$ cat src/hps_pkg.sv
/*
 * shared definitions for the host I/O bridge
 * word types, command codes and the configuration string
 */
package hps_pkg;

	////////////////////////////////////////////////////////////////////////////
	// word and field types
	////////////////////////////////////////////////////////////////////////////

	// one host bus word
	typedef logic [15:0] io_word_t;
	typedef logic [15:0] cmd_t;

	// position of a word inside a frame, saturates at 63
	typedef logic [5:0] word_idx_t;

	typedef logic [31:0] joy_t;
	typedef logic [63:0] status_t;
	typedef logic [15:0] cfg_t;

	// config string ROM
	typedef logic [7:0] conf_byte_t;
	typedef logic [5:0] conf_addr_t;

	// download side
	typedef logic [26:0] ioctl_addr_t;
	typedef logic [7:0]  ioctl_data_t;
	typedef logic [15:0] ioctl_index_t;

	// status request counter
	typedef logic [3:0] stflg_t;

	////////////////////////////////////////////////////////////////////////////
	// command codes
	////////////////////////////////////////////////////////////////////////////

	// core channel, io_enable frames
	localparam cmd_t CMD_CFG        = 16'h0001;
	localparam cmd_t CMD_JOY0       = 16'h0002;
	localparam cmd_t CMD_JOY1       = 16'h0003;
	localparam cmd_t CMD_CONF_STR   = 16'h0014;
	localparam cmd_t CMD_STATUS     = 16'h001E;
	localparam cmd_t CMD_STATUS_REQ = 16'h0029;

	// file channel, fp_enable frames
	localparam cmd_t FIO_FILE_TX     = 16'h0053;
	localparam cmd_t FIO_FILE_TX_DAT = 16'h0054;
	localparam cmd_t FIO_FILE_INDEX  = 16'h0055;

	// upper nibble of the request reply, counter sits below it
	localparam logic [3:0] STATUS_REQ_TAG = 4'hA;

	////////////////////////////////////////////////////////////////////////////
	// configuration string
	////////////////////////////////////////////////////////////////////////////

	// length in bytes, must stay at or below 62
	localparam int CONF_LEN = 40;

	// first character in the top byte
	localparam logic [CONF_LEN*8-1:0] CONF_STR =
		"DEMO;;O1,Aspect,4:3,16:9;R0,Reset;V,v1.0";

endpackage
$ cat src/hps_io_top.sv
`timescale 1ns/1ns
/*
 * host I/O bridge top
 * command framing, register block, config ROM and file loader
 */
module hps_io_top (
	input  logic                  clk_sys,
	input  logic                  rst,
	input  logic                  io_strobe,
	input  logic                  io_enable,
	input  logic                  fp_enable,
	input  hps_pkg::io_word_t     io_din,
	input  hps_pkg::status_t      status_in,
	input  logic                  status_set,
	input  logic                  ioctl_wait,
	output hps_pkg::io_word_t     io_dout,
	output logic                  host_wait,
	output logic [1:0]            buttons,
	output logic                  forced_scandoubler,
	output logic                  direct_video,
	output hps_pkg::joy_t         joystick_0,
	output hps_pkg::joy_t         joystick_1,
	output hps_pkg::status_t      status,
	output logic                  ioctl_download,
	output hps_pkg::ioctl_index_t ioctl_index,
	output logic                  ioctl_wr,
	output hps_pkg::ioctl_addr_t  ioctl_addr,
	output hps_pkg::ioctl_data_t  ioctl_dout
);

	hps_pkg::cmd_t       cmd;
	hps_pkg::word_idx_t  word_idx;
	logic                cmd_stb;
	logic                data_stb;
	hps_pkg::io_word_t   regs_rdata;
	hps_pkg::conf_addr_t conf_addr;
	hps_pkg::conf_byte_t conf_byte;

	// core busy goes straight back to the host
	assign host_wait = ioctl_wait;

	////////////////////////////////////////////////////////////////////////////
	// core command channel
	////////////////////////////////////////////////////////////////////////////

	hps_cmd_frame i_hps_cmd_frame (
		.clk_sys    (clk_sys),
		.rst        (rst),
		.io_strobe  (io_strobe),
		.io_enable  (io_enable),
		.io_din     (io_din),
		.regs_rdata (regs_rdata),
		.conf_byte  (conf_byte),
		.cmd        (cmd),
		.word_idx   (word_idx),
		.cmd_stb    (cmd_stb),
		.data_stb   (data_stb),
		.conf_addr  (conf_addr),
		.io_dout    (io_dout)
	);

	core_io_regs i_core_io_regs (
		.clk_sys            (clk_sys),
		.rst                (rst),
		.cmd                (cmd),
		.word_idx           (word_idx),
		.cmd_stb            (cmd_stb),
		.data_stb           (data_stb),
		.io_din             (io_din),
		.status_in          (status_in),
		.status_set         (status_set),
		.regs_rdata         (regs_rdata),
		.buttons            (buttons),
		.forced_scandoubler (forced_scandoubler),
		.direct_video       (direct_video),
		.joystick_0         (joystick_0),
		.joystick_1         (joystick_1),
		.status             (status)
	);

	conf_str_rom i_conf_str_rom (
		.clk_sys   (clk_sys),
		.conf_addr (conf_addr),
		.conf_byte (conf_byte)
	);

	////////////////////////////////////////////////////////////////////////////
	// file channel
	////////////////////////////////////////////////////////////////////////////

	file_loader i_file_loader (
		.clk_sys        (clk_sys),
		.rst            (rst),
		.io_strobe      (io_strobe),
		.fp_enable      (fp_enable),
		.io_din         (io_din),
		.ioctl_download (ioctl_download),
		.ioctl_index    (ioctl_index),
		.ioctl_wr       (ioctl_wr),
		.ioctl_addr     (ioctl_addr),
		.ioctl_dout     (ioctl_dout)
	);

endmodule

$ cat src/file_loader.sv
`timescale 1ns/1ns
/*
 * file channel decoder
 * selects the file index, starts and stops downloads and streams
 * bytes to the core with an incrementing address
 */
module file_loader (
	input  logic                  clk_sys,
	input  logic                  rst,
	input  logic                  io_strobe,
	input  logic                  fp_enable,
	input  hps_pkg::io_word_t     io_din,
	output logic                  ioctl_download,
	output hps_pkg::ioctl_index_t ioctl_index,
	output logic                  ioctl_wr,
	output hps_pkg::ioctl_addr_t  ioctl_addr,
	output hps_pkg::ioctl_data_t  ioctl_dout
);

	hps_pkg::cmd_t        cmd;
	logic                 has_cmd;
	logic                 arg_seen;
	logic                 wr_pend;
	hps_pkg::ioctl_addr_t addr;

	always_ff @(posedge clk_sys) begin
		if (rst) begin
			has_cmd        <= 1'b0;
			arg_seen       <= 1'b0;
			wr_pend        <= 1'b0;
			ioctl_wr       <= 1'b0;
			ioctl_download <= 1'b0;
			ioctl_index    <= '0;
			ioctl_addr     <= '0;
			addr           <= '0;
		end else begin
			// write strobe trails the data word by two cycles
			ioctl_wr <= wr_pend;
			wr_pend  <= 1'b0;

			if (!fp_enable) begin
				has_cmd <= 1'b0;
			end else if (io_strobe) begin
				if (!has_cmd) begin
					cmd      <= io_din;
					has_cmd  <= 1'b1;
					arg_seen <= 1'b0;
				end else begin
					case (cmd)
						hps_pkg::FIO_FILE_INDEX: ioctl_index <= io_din;

						// first argument word starts or stops the download
						hps_pkg::FIO_FILE_TX: begin
							if (!arg_seen) begin
								arg_seen <= 1'b1;
								if (io_din[7:0] != 8'h00) begin
									addr           <= '0;
									ioctl_download <= 1'b1;
								end else begin
									// publish the byte count
									if (ioctl_download) begin
										ioctl_addr <= addr;
									end
									ioctl_download <= 1'b0;
								end
							end
						end

						hps_pkg::FIO_FILE_TX_DAT: begin
							if (ioctl_download) begin
								ioctl_addr <= addr;
								ioctl_dout <= io_din[7:0];
								wr_pend    <= 1'b1;
								addr       <= addr + 1'b1;
							end
						end

						default: ;
					endcase
				end
			end
		end
	end

endmodule

$ cat src/core_io_regs.sv
`timescale 1ns/1ns
/*
 * core register block
 * config word, two joysticks, 64-bit status and the status request
 * capture, plus the read data for request frames
 */
module core_io_regs (
	input  logic               clk_sys,
	input  logic               rst,
	input  hps_pkg::cmd_t      cmd,
	input  hps_pkg::word_idx_t word_idx,
	input  logic               cmd_stb,
	input  logic               data_stb,
	input  hps_pkg::io_word_t  io_din,
	input  hps_pkg::status_t   status_in,
	input  logic               status_set,
	output hps_pkg::io_word_t  regs_rdata,
	output logic [1:0]         buttons,
	output logic               forced_scandoubler,
	output logic               direct_video,
	output hps_pkg::joy_t      joystick_0,
	output hps_pkg::joy_t      joystick_1,
	output hps_pkg::status_t   status
);

	hps_pkg::cfg_t    cfg;
	hps_pkg::status_t status_req;
	hps_pkg::stflg_t  stflg;
	logic             status_set_d;
	logic             status_edge;

	// word 1 fills the low half, word 2 the high half
	function automatic hps_pkg::joy_t joy_update(
		input hps_pkg::joy_t      cur,
		input hps_pkg::word_idx_t idx,
		input hps_pkg::io_word_t  din
	);
		hps_pkg::joy_t nxt;
		nxt = cur;
		if (idx == 6'd1) begin
			nxt[15:0] = din;
		end else if (idx == 6'd2) begin
			nxt[31:16] = din;
		end
		return nxt;
	endfunction

	// config bit map
	assign buttons            = cfg[1:0];
	assign forced_scandoubler = cfg[4];
	assign direct_video       = cfg[10];

	////////////////////////////////////////////////////////////////////////////
	// host writes
	////////////////////////////////////////////////////////////////////////////

	always_ff @(posedge clk_sys) begin
		if (rst) begin
			cfg        <= '0;
			joystick_0 <= '0;
			joystick_1 <= '0;
			status     <= '0;
		end else if (data_stb) begin
			case (cmd)
				hps_pkg::CMD_CFG: begin
					if (word_idx == 6'd1) begin
						cfg <= io_din;
					end
				end
				hps_pkg::CMD_JOY0: joystick_0 <= joy_update(joystick_0, word_idx, io_din);
				hps_pkg::CMD_JOY1: joystick_1 <= joy_update(joystick_1, word_idx, io_din);
				// 16-bit slices, low first
				hps_pkg::CMD_STATUS: begin
					case (word_idx)
						6'd1: status[15:0]  <= io_din;
						6'd2: status[31:16] <= io_din;
						6'd3: status[47:32] <= io_din;
						6'd4: status[63:48] <= io_din;
						default: ;
					endcase
				end
				default: ;
			endcase
		end
	end

	////////////////////////////////////////////////////////////////////////////
	// status request from the core
	////////////////////////////////////////////////////////////////////////////

	assign status_edge = status_set && !status_set_d;

	// only rising edges count, a held level does nothing
	always_ff @(posedge clk_sys) begin
		if (rst) begin
			status_set_d <= 1'b0;
			stflg        <= '0;
			status_req   <= '0;
		end else begin
			status_set_d <= status_set;
			if (status_edge) begin
				stflg      <= stflg + 1'b1;
				status_req <= status_in;
			end
		end
	end

	// read data, zero for anything not owned here
	always_comb begin
		regs_rdata = '0;
		if (cmd_stb && (io_din == hps_pkg::CMD_STATUS_REQ)) begin
			regs_rdata = {8'h00, hps_pkg::STATUS_REQ_TAG, stflg};
		end else if (data_stb && (cmd == hps_pkg::CMD_STATUS_REQ)) begin
			case (word_idx)
				6'd1: regs_rdata = status_req[15:0];
				6'd2: regs_rdata = status_req[31:16];
				6'd3: regs_rdata = status_req[47:32];
				6'd4: regs_rdata = status_req[63:48];
				default: regs_rdata = '0;
			endcase
		end
	end

endmodule

$ cat src/hps_cmd_frame.sv
`timescale 1ns/1ns
/*
 * core command framing
 * latches the command word, counts frame words, serves config string
 * reads from the ROM and registers the reply word for the host
 */
module hps_cmd_frame (
	input  logic                clk_sys,
	input  logic                rst,
	input  logic                io_strobe,
	input  logic                io_enable,
	input  hps_pkg::io_word_t   io_din,
	input  hps_pkg::io_word_t   regs_rdata,
	input  hps_pkg::conf_byte_t conf_byte,
	output hps_pkg::cmd_t       cmd,
	output hps_pkg::word_idx_t  word_idx,
	output logic                cmd_stb,
	output logic                data_stb,
	output hps_pkg::conf_addr_t conf_addr,
	output hps_pkg::io_word_t   io_dout
);

	logic              conf_hit;
	logic              conf_pend;
	hps_pkg::io_word_t reply_base;
	hps_pkg::io_word_t conf_word;

	// word 0 carries the command, everything after is data
	assign cmd_stb  = io_enable && io_strobe && (word_idx == '0);
	assign data_stb = io_enable && io_strobe && (word_idx != '0);

	////////////////////////////////////////////////////////////////////////////
	// frame state
	////////////////////////////////////////////////////////////////////////////

	always_ff @(posedge clk_sys) begin
		if (rst || !io_enable) begin
			cmd      <= '0;
			word_idx <= '0;
		end else if (io_strobe) begin
			if (cmd_stb) begin
				cmd <= io_din;
			end
			// hold at 63 on long frames
			if (word_idx != '1) begin
				word_idx <= word_idx + 1'b1;
			end
		end
	end

	////////////////////////////////////////////////////////////////////////////
	// config string read
	////////////////////////////////////////////////////////////////////////////

	// data word k fetches string byte k-1
	assign conf_addr = (word_idx == '0) ? '0 : hps_pkg::conf_addr_t'(word_idx - 1'b1);

	assign conf_hit = data_stb && (cmd == hps_pkg::CMD_CONF_STR) &&
		(word_idx <= hps_pkg::CONF_LEN);

	// ROM byte arrives one cycle after the strobe
	assign conf_word = conf_pend ? {8'h00, conf_byte} : '0;

	////////////////////////////////////////////////////////////////////////////
	// reply register
	////////////////////////////////////////////////////////////////////////////

	// a strobe loads the register block reply, the ROM byte is merged a cycle later
	assign reply_base = io_strobe ? regs_rdata : io_dout;

	always_ff @(posedge clk_sys) begin
		if (rst || !io_enable) begin
			conf_pend <= 1'b0;
			io_dout   <= '0;
		end else begin
			conf_pend <= conf_hit;
			io_dout   <= reply_base | conf_word;
		end
	end

endmodule

$ cat src/conf_str_rom.sv
`timescale 1ns/1ns
/*
 * config string ROM
 * byte array built from the package string, one-cycle registered read
 */
module conf_str_rom (
	input  logic                clk_sys,
	input  hps_pkg::conf_addr_t conf_addr,
	output hps_pkg::conf_byte_t conf_byte
);

	hps_pkg::conf_byte_t rom [hps_pkg::CONF_LEN];

	// string is packed with the first character at the top
	initial begin
		for (int i = 0; i < hps_pkg::CONF_LEN; i++) begin
			rom[i] = hps_pkg::CONF_STR[(hps_pkg::CONF_LEN - 1 - i) * 8 +: 8];
		end
	end

	// addresses past the end read as zero
	always_ff @(posedge clk_sys) begin
		if (conf_addr < hps_pkg::CONF_LEN) begin
			conf_byte <= rom[conf_addr];
		end else begin
			conf_byte <= '0;
		end
	end

endmodule

$ cat config.mk
export PLATFORM = sky130hd
export DESIGN_NAME = hps_io_top
export DESIGN_NICKNAME = d
export VERILOG_FILES = /design/src/hps_pkg.sv /design/src/hps_io_top.sv /design/src/file_loader.sv /design/src/core_io_regs.sv /design/src/hps_cmd_frame.sv /design/src/conf_str_rom.sv
export SDC_FILE = /design/constraint.sdc
export NUM_CORES = 1
export LEC_CHECK = 0
export ABC_AREA = 1
export BUFFER_PORTS_ARGS = -buffer_cell sky130_fd_sc_hd__buf_4
export CORE_MARGIN = 1
export CORE_UTILIZATION = 45
export CTS_CLUSTER_SIZE = 8
export DETAILED_ROUTE_END_ITERATION = 12
export HOLD_SLACK_MARGIN = 0.03
export PLACE_DENSITY_LB_ADDON = 0.05
export SLEW_MARGIN = 20
export SYNTH_ARGS = -nofsm -noshare
export SYNTH_HDL_FRONTEND = slang
export SYNTH_SLANG_ARGS = --single-unit
$ cat constraint.sdc
create_clock -name clk_sys -period 3.46 [get_ports clk_sys]
set_input_delay 0.519 -clock clk_sys [delete_from_list [all_inputs] [get_ports clk_sys]]
set_output_delay 0.519 -clock clk_sys [all_outputs]
set_load 0.1 [all_outputs]
==> results_dict.tcl <==
set metrics [dict create \
    setup_violations 0 \
    cellPowerDensity_nw_per_um2 478 \
    setup.worst_path.start_class "register" \
    drt_iter0_markers 1041 \
    r2r_start "i_hps_cmd_frame.word_idx[0]$_SDFFE_PP0P_" \
    finalHoldViolations 0 \
    synth-warning-count 0 \
    track_usage 0.255 \
    syn-num-nets 2154 \
    post-place-ws_ns 0.982 \
    cts_made_buffers 49 \
    cts_tree "built" \
    fin_crit_ns 2.43 \
    power_leakage_nw 7.91 \
    syn_area_um2 15000 \
    grt_overflow 0 \
    io_buffers 286 \
    cp-startpoint "i_hps_cmd_frame.word_idx[0]$_SDFFE_PP0P_" \
    dp_hpwl_um 30000 \
    syn_to_final_growth_pct 24.5 \
    core-area_um2 32700 \
    drt-total-wl_um 44500 \
    max_slew.worst_pin.slew_ns 0.836 \
    ys_async_sr_fraction 0 \
    maxCapViolCount 0 \
    place.gp.congestion 0.878 \
    via_per_inst 4.98 \
    dieWidth_um 185 \
    clk_latency_ns 0.54 \
    worstPathMaxFanout 32 \
    syn_avg_cell_area_um2 7.32 \
    rows 66 \
    cts-root-buf "clkbuf_16" \
    crit_type "register to register" \
    synth_flop_cell "dfxtp_1" \
    cts_hold_buf 0 \
    antenna_cells 0 \
    cts_resized 0 \
    nNetsFinal 2410 \
    skew_ns 0.0209 \
    setup_tns_ns 0 \
    maxSlewHeadroom 0.443 \
    grt_pass1_vias 12300 \
    grt_setup_unrepaired "no" \
    clock_sinks 346 \
    arrival_ns 2.87 \
    vias 13700 \
    fin_ws_ns 1.03 \
    grt_pass1_wl_um 68000 \
    drtAntennaViolNets 0 \
    required_ns 3.91 \
    post-place-cells 2701 \
    hold_class "input port to register" \
    die-area_um2 34200 \
    synth-seq-cells 346 \
    drive_above_1_share 0.176 \
    firstDrtPassIters 5 \
    clk_pin_slew_worst_paths_ns 0.05 \
    grt_antenna_before_repair 1 \
    synth_edf_count 24 \
    die_h_um 185 \
    grt_max_degree 184 \
    vdd_drop_max_v 0.000328 \
    synthCells 2054 \
    yosysSeqAreaShare 0.477 \
    status "complete, no violations" \
    ys_types 48 \
    h-tree-depth 2 \
    wire_per_inst_um 16.1 \
    clk_path_buf_depth 3 \
    max_freq_ghz 0.412 \
    crit_path_end_kind "register" \
    postCtsSetupRepairBufs 0 \
    io_pins 289 \
    hold_start "status_in[51]" \
    final_util 0.572 \
    min_period_over_period 0.701 \
    slew_violations 0 \
    drc_errors 0 \
    start_util 0.460 \
    stdcell_count 2760 \
]
-- cell families (layout without fill, tap and decap cells) --
family	after synthesis	after routing	synth area share
DFF	346	346	0.477
xor gates and xnor gates	16	16	0.00932
adders and majority gates	13	13	0.0108
and+or+nand+nor	826	826	0.228
AOI/OAI and AO/OA	473	473	0.172
buffers and inverters	380	644	0.103
-- synthesized netlist by cell type, types with 8 or more instances --
library cell	number	share of area
nor2_1	380	0.095
nand2_1	330	0.082
edfxtp_1	24	0.048
nor3_1	10	0.0033
a211oi_2	16	0.013
a211oi_1	18	0.0090
nand3_1	56	0.019
xnor2_1	10	0.0058
clkbuf_1	62	0.015
ha_1	13	0.011
o21ai_1	20	0.0067
o21ai_0	256	0.085
buf_6	8	0.0060
a21oi_1	147	0.049
dfxtp_1	322	0.43
buf_2	20	0.0067
nand4_1	15	0.0062
inv_1	272	0.068
-- metrics by stage --
stage / hold WS [ns] / instance area [um^2] / total power [mW]
final: 0.199 / 18700 / 8.95
after floorplan: 0.388 / 15000 / 4.58
after CTS: 0.178 / 18700 / 9.02
after detailed placement: 0.411 / 17400 / 4.82
after global placement: 0.409 / 17400 / 4.82
after global routing: 0.192 / 18700 / 9.26
-- final cells by class --
type                            instances  area (um^2)
Fill cell                            3197        14000
Sequential cell                       346         7170
Multi-Input combinational cell       1328         6330
Timing Repair Buffer                  307         2320
Clock buffer                           57         1280
Inverter                              278         1050
Tap cell                              442          553
Clock inverter                          2         25.0
-- cells in the final DEF (no fill, tap or decap), drive strengths merged, types with 2 or more instances in the layout --
cell | netlist | final
nor2 | 390 | 390
nand2 | 334 | 334
dfxtp | 322 | 322
buf | 36 | 307
inv | 275 | 276
o21ai | 276 | 276
a21oi | 147 | 147
nand3 | 61 | 61
clkbuf | 66 | 57
a211oi | 34 | 34
edfxtp | 24 | 24
nand4 | 16 | 16
ha | 13 | 13
nor3 | 12 | 12
xnor2 | 10 | 10
xor2 | 6 | 6
o2111ai | 6 | 6
a22oi | 6 | 6
nor4 | 4 | 4
clkinv | 3 | 4
nand3b | 3 | 3
and2 | 2 | 2
-- where the power goes --
| part | switching (mW) | total [mW] | internal (mW) | leakage, nW |
|---|---|---|---|---|
| combinational | 0.391 | 0.573 | 0.182 | 4.45 |
| sequential | 0.0456 | 4.17 | 4.13 | 2.83 |
| clock | 1.65 | 4.20 | 2.55 | 0.635 |
-- layer usage --
layer / share of wire / global-route usage / wire (um)
met1: 0.46 / 0.348 / 20300
met2: 0.45 / 0.410 / 20200
met3: 0.060 / 0.0376 / 2670
met4: 0.030 / 0.0860 / 1320
met5: 0 / 0 / 0
-- registers in the layout (all words and copies together), names as in the netlist, 4 cells and up --
register and count:
i_core_io_regs.joystick_0 32, i_file_loader.ioctl_addr 27, i_hps_cmd_frame.word_idx 6, i_core_io_regs.joystick_1 32
i_file_loader.addr 27, i_file_loader.ioctl_index 16, i_hps_cmd_frame.io_dout 16, i_file_loader.cmd 16
i_hps_cmd_frame.cmd 16, i_core_io_regs.status 64, i_core_io_regs.stflg 4, i_file_loader.ioctl_dout 8
i_core_io_regs.status_req 64, i_core_io_regs.cfg 4, i_conf_str_rom.conf_byte 7
-- final timing paths --
kind	end	slack, ns	depth (start not counted)
worst max-delay path	i_core_io_regs.joystick_0[8]$_SDFFE_PP0P_	1.03	9
worst min-delay path	i_core_io_regs.status_req[51]$_SDFFE_PP0P_	0.20	3
worst max register to register	i_core_io_regs.joystick_0[8]$_SDFFE_PP0P_	1.03	9
worst min register to register	i_file_loader.ioctl_wr$_SDFF_PP0_	0.42	2
-- critical path, cell delays in order (launching register included) --
cell and delay (ns):
dfxtp_1 0.46, inv_1 0.21, ha_1 0.31, nand3_4 0.18, nand2_4 0.13, nor2_8 0.16, inv_2 0.06, nor2_4 0.52
nor2_1 0.11, a211oi_1 0.18
No activity file was read; power rests on OpenSTA's default activity.
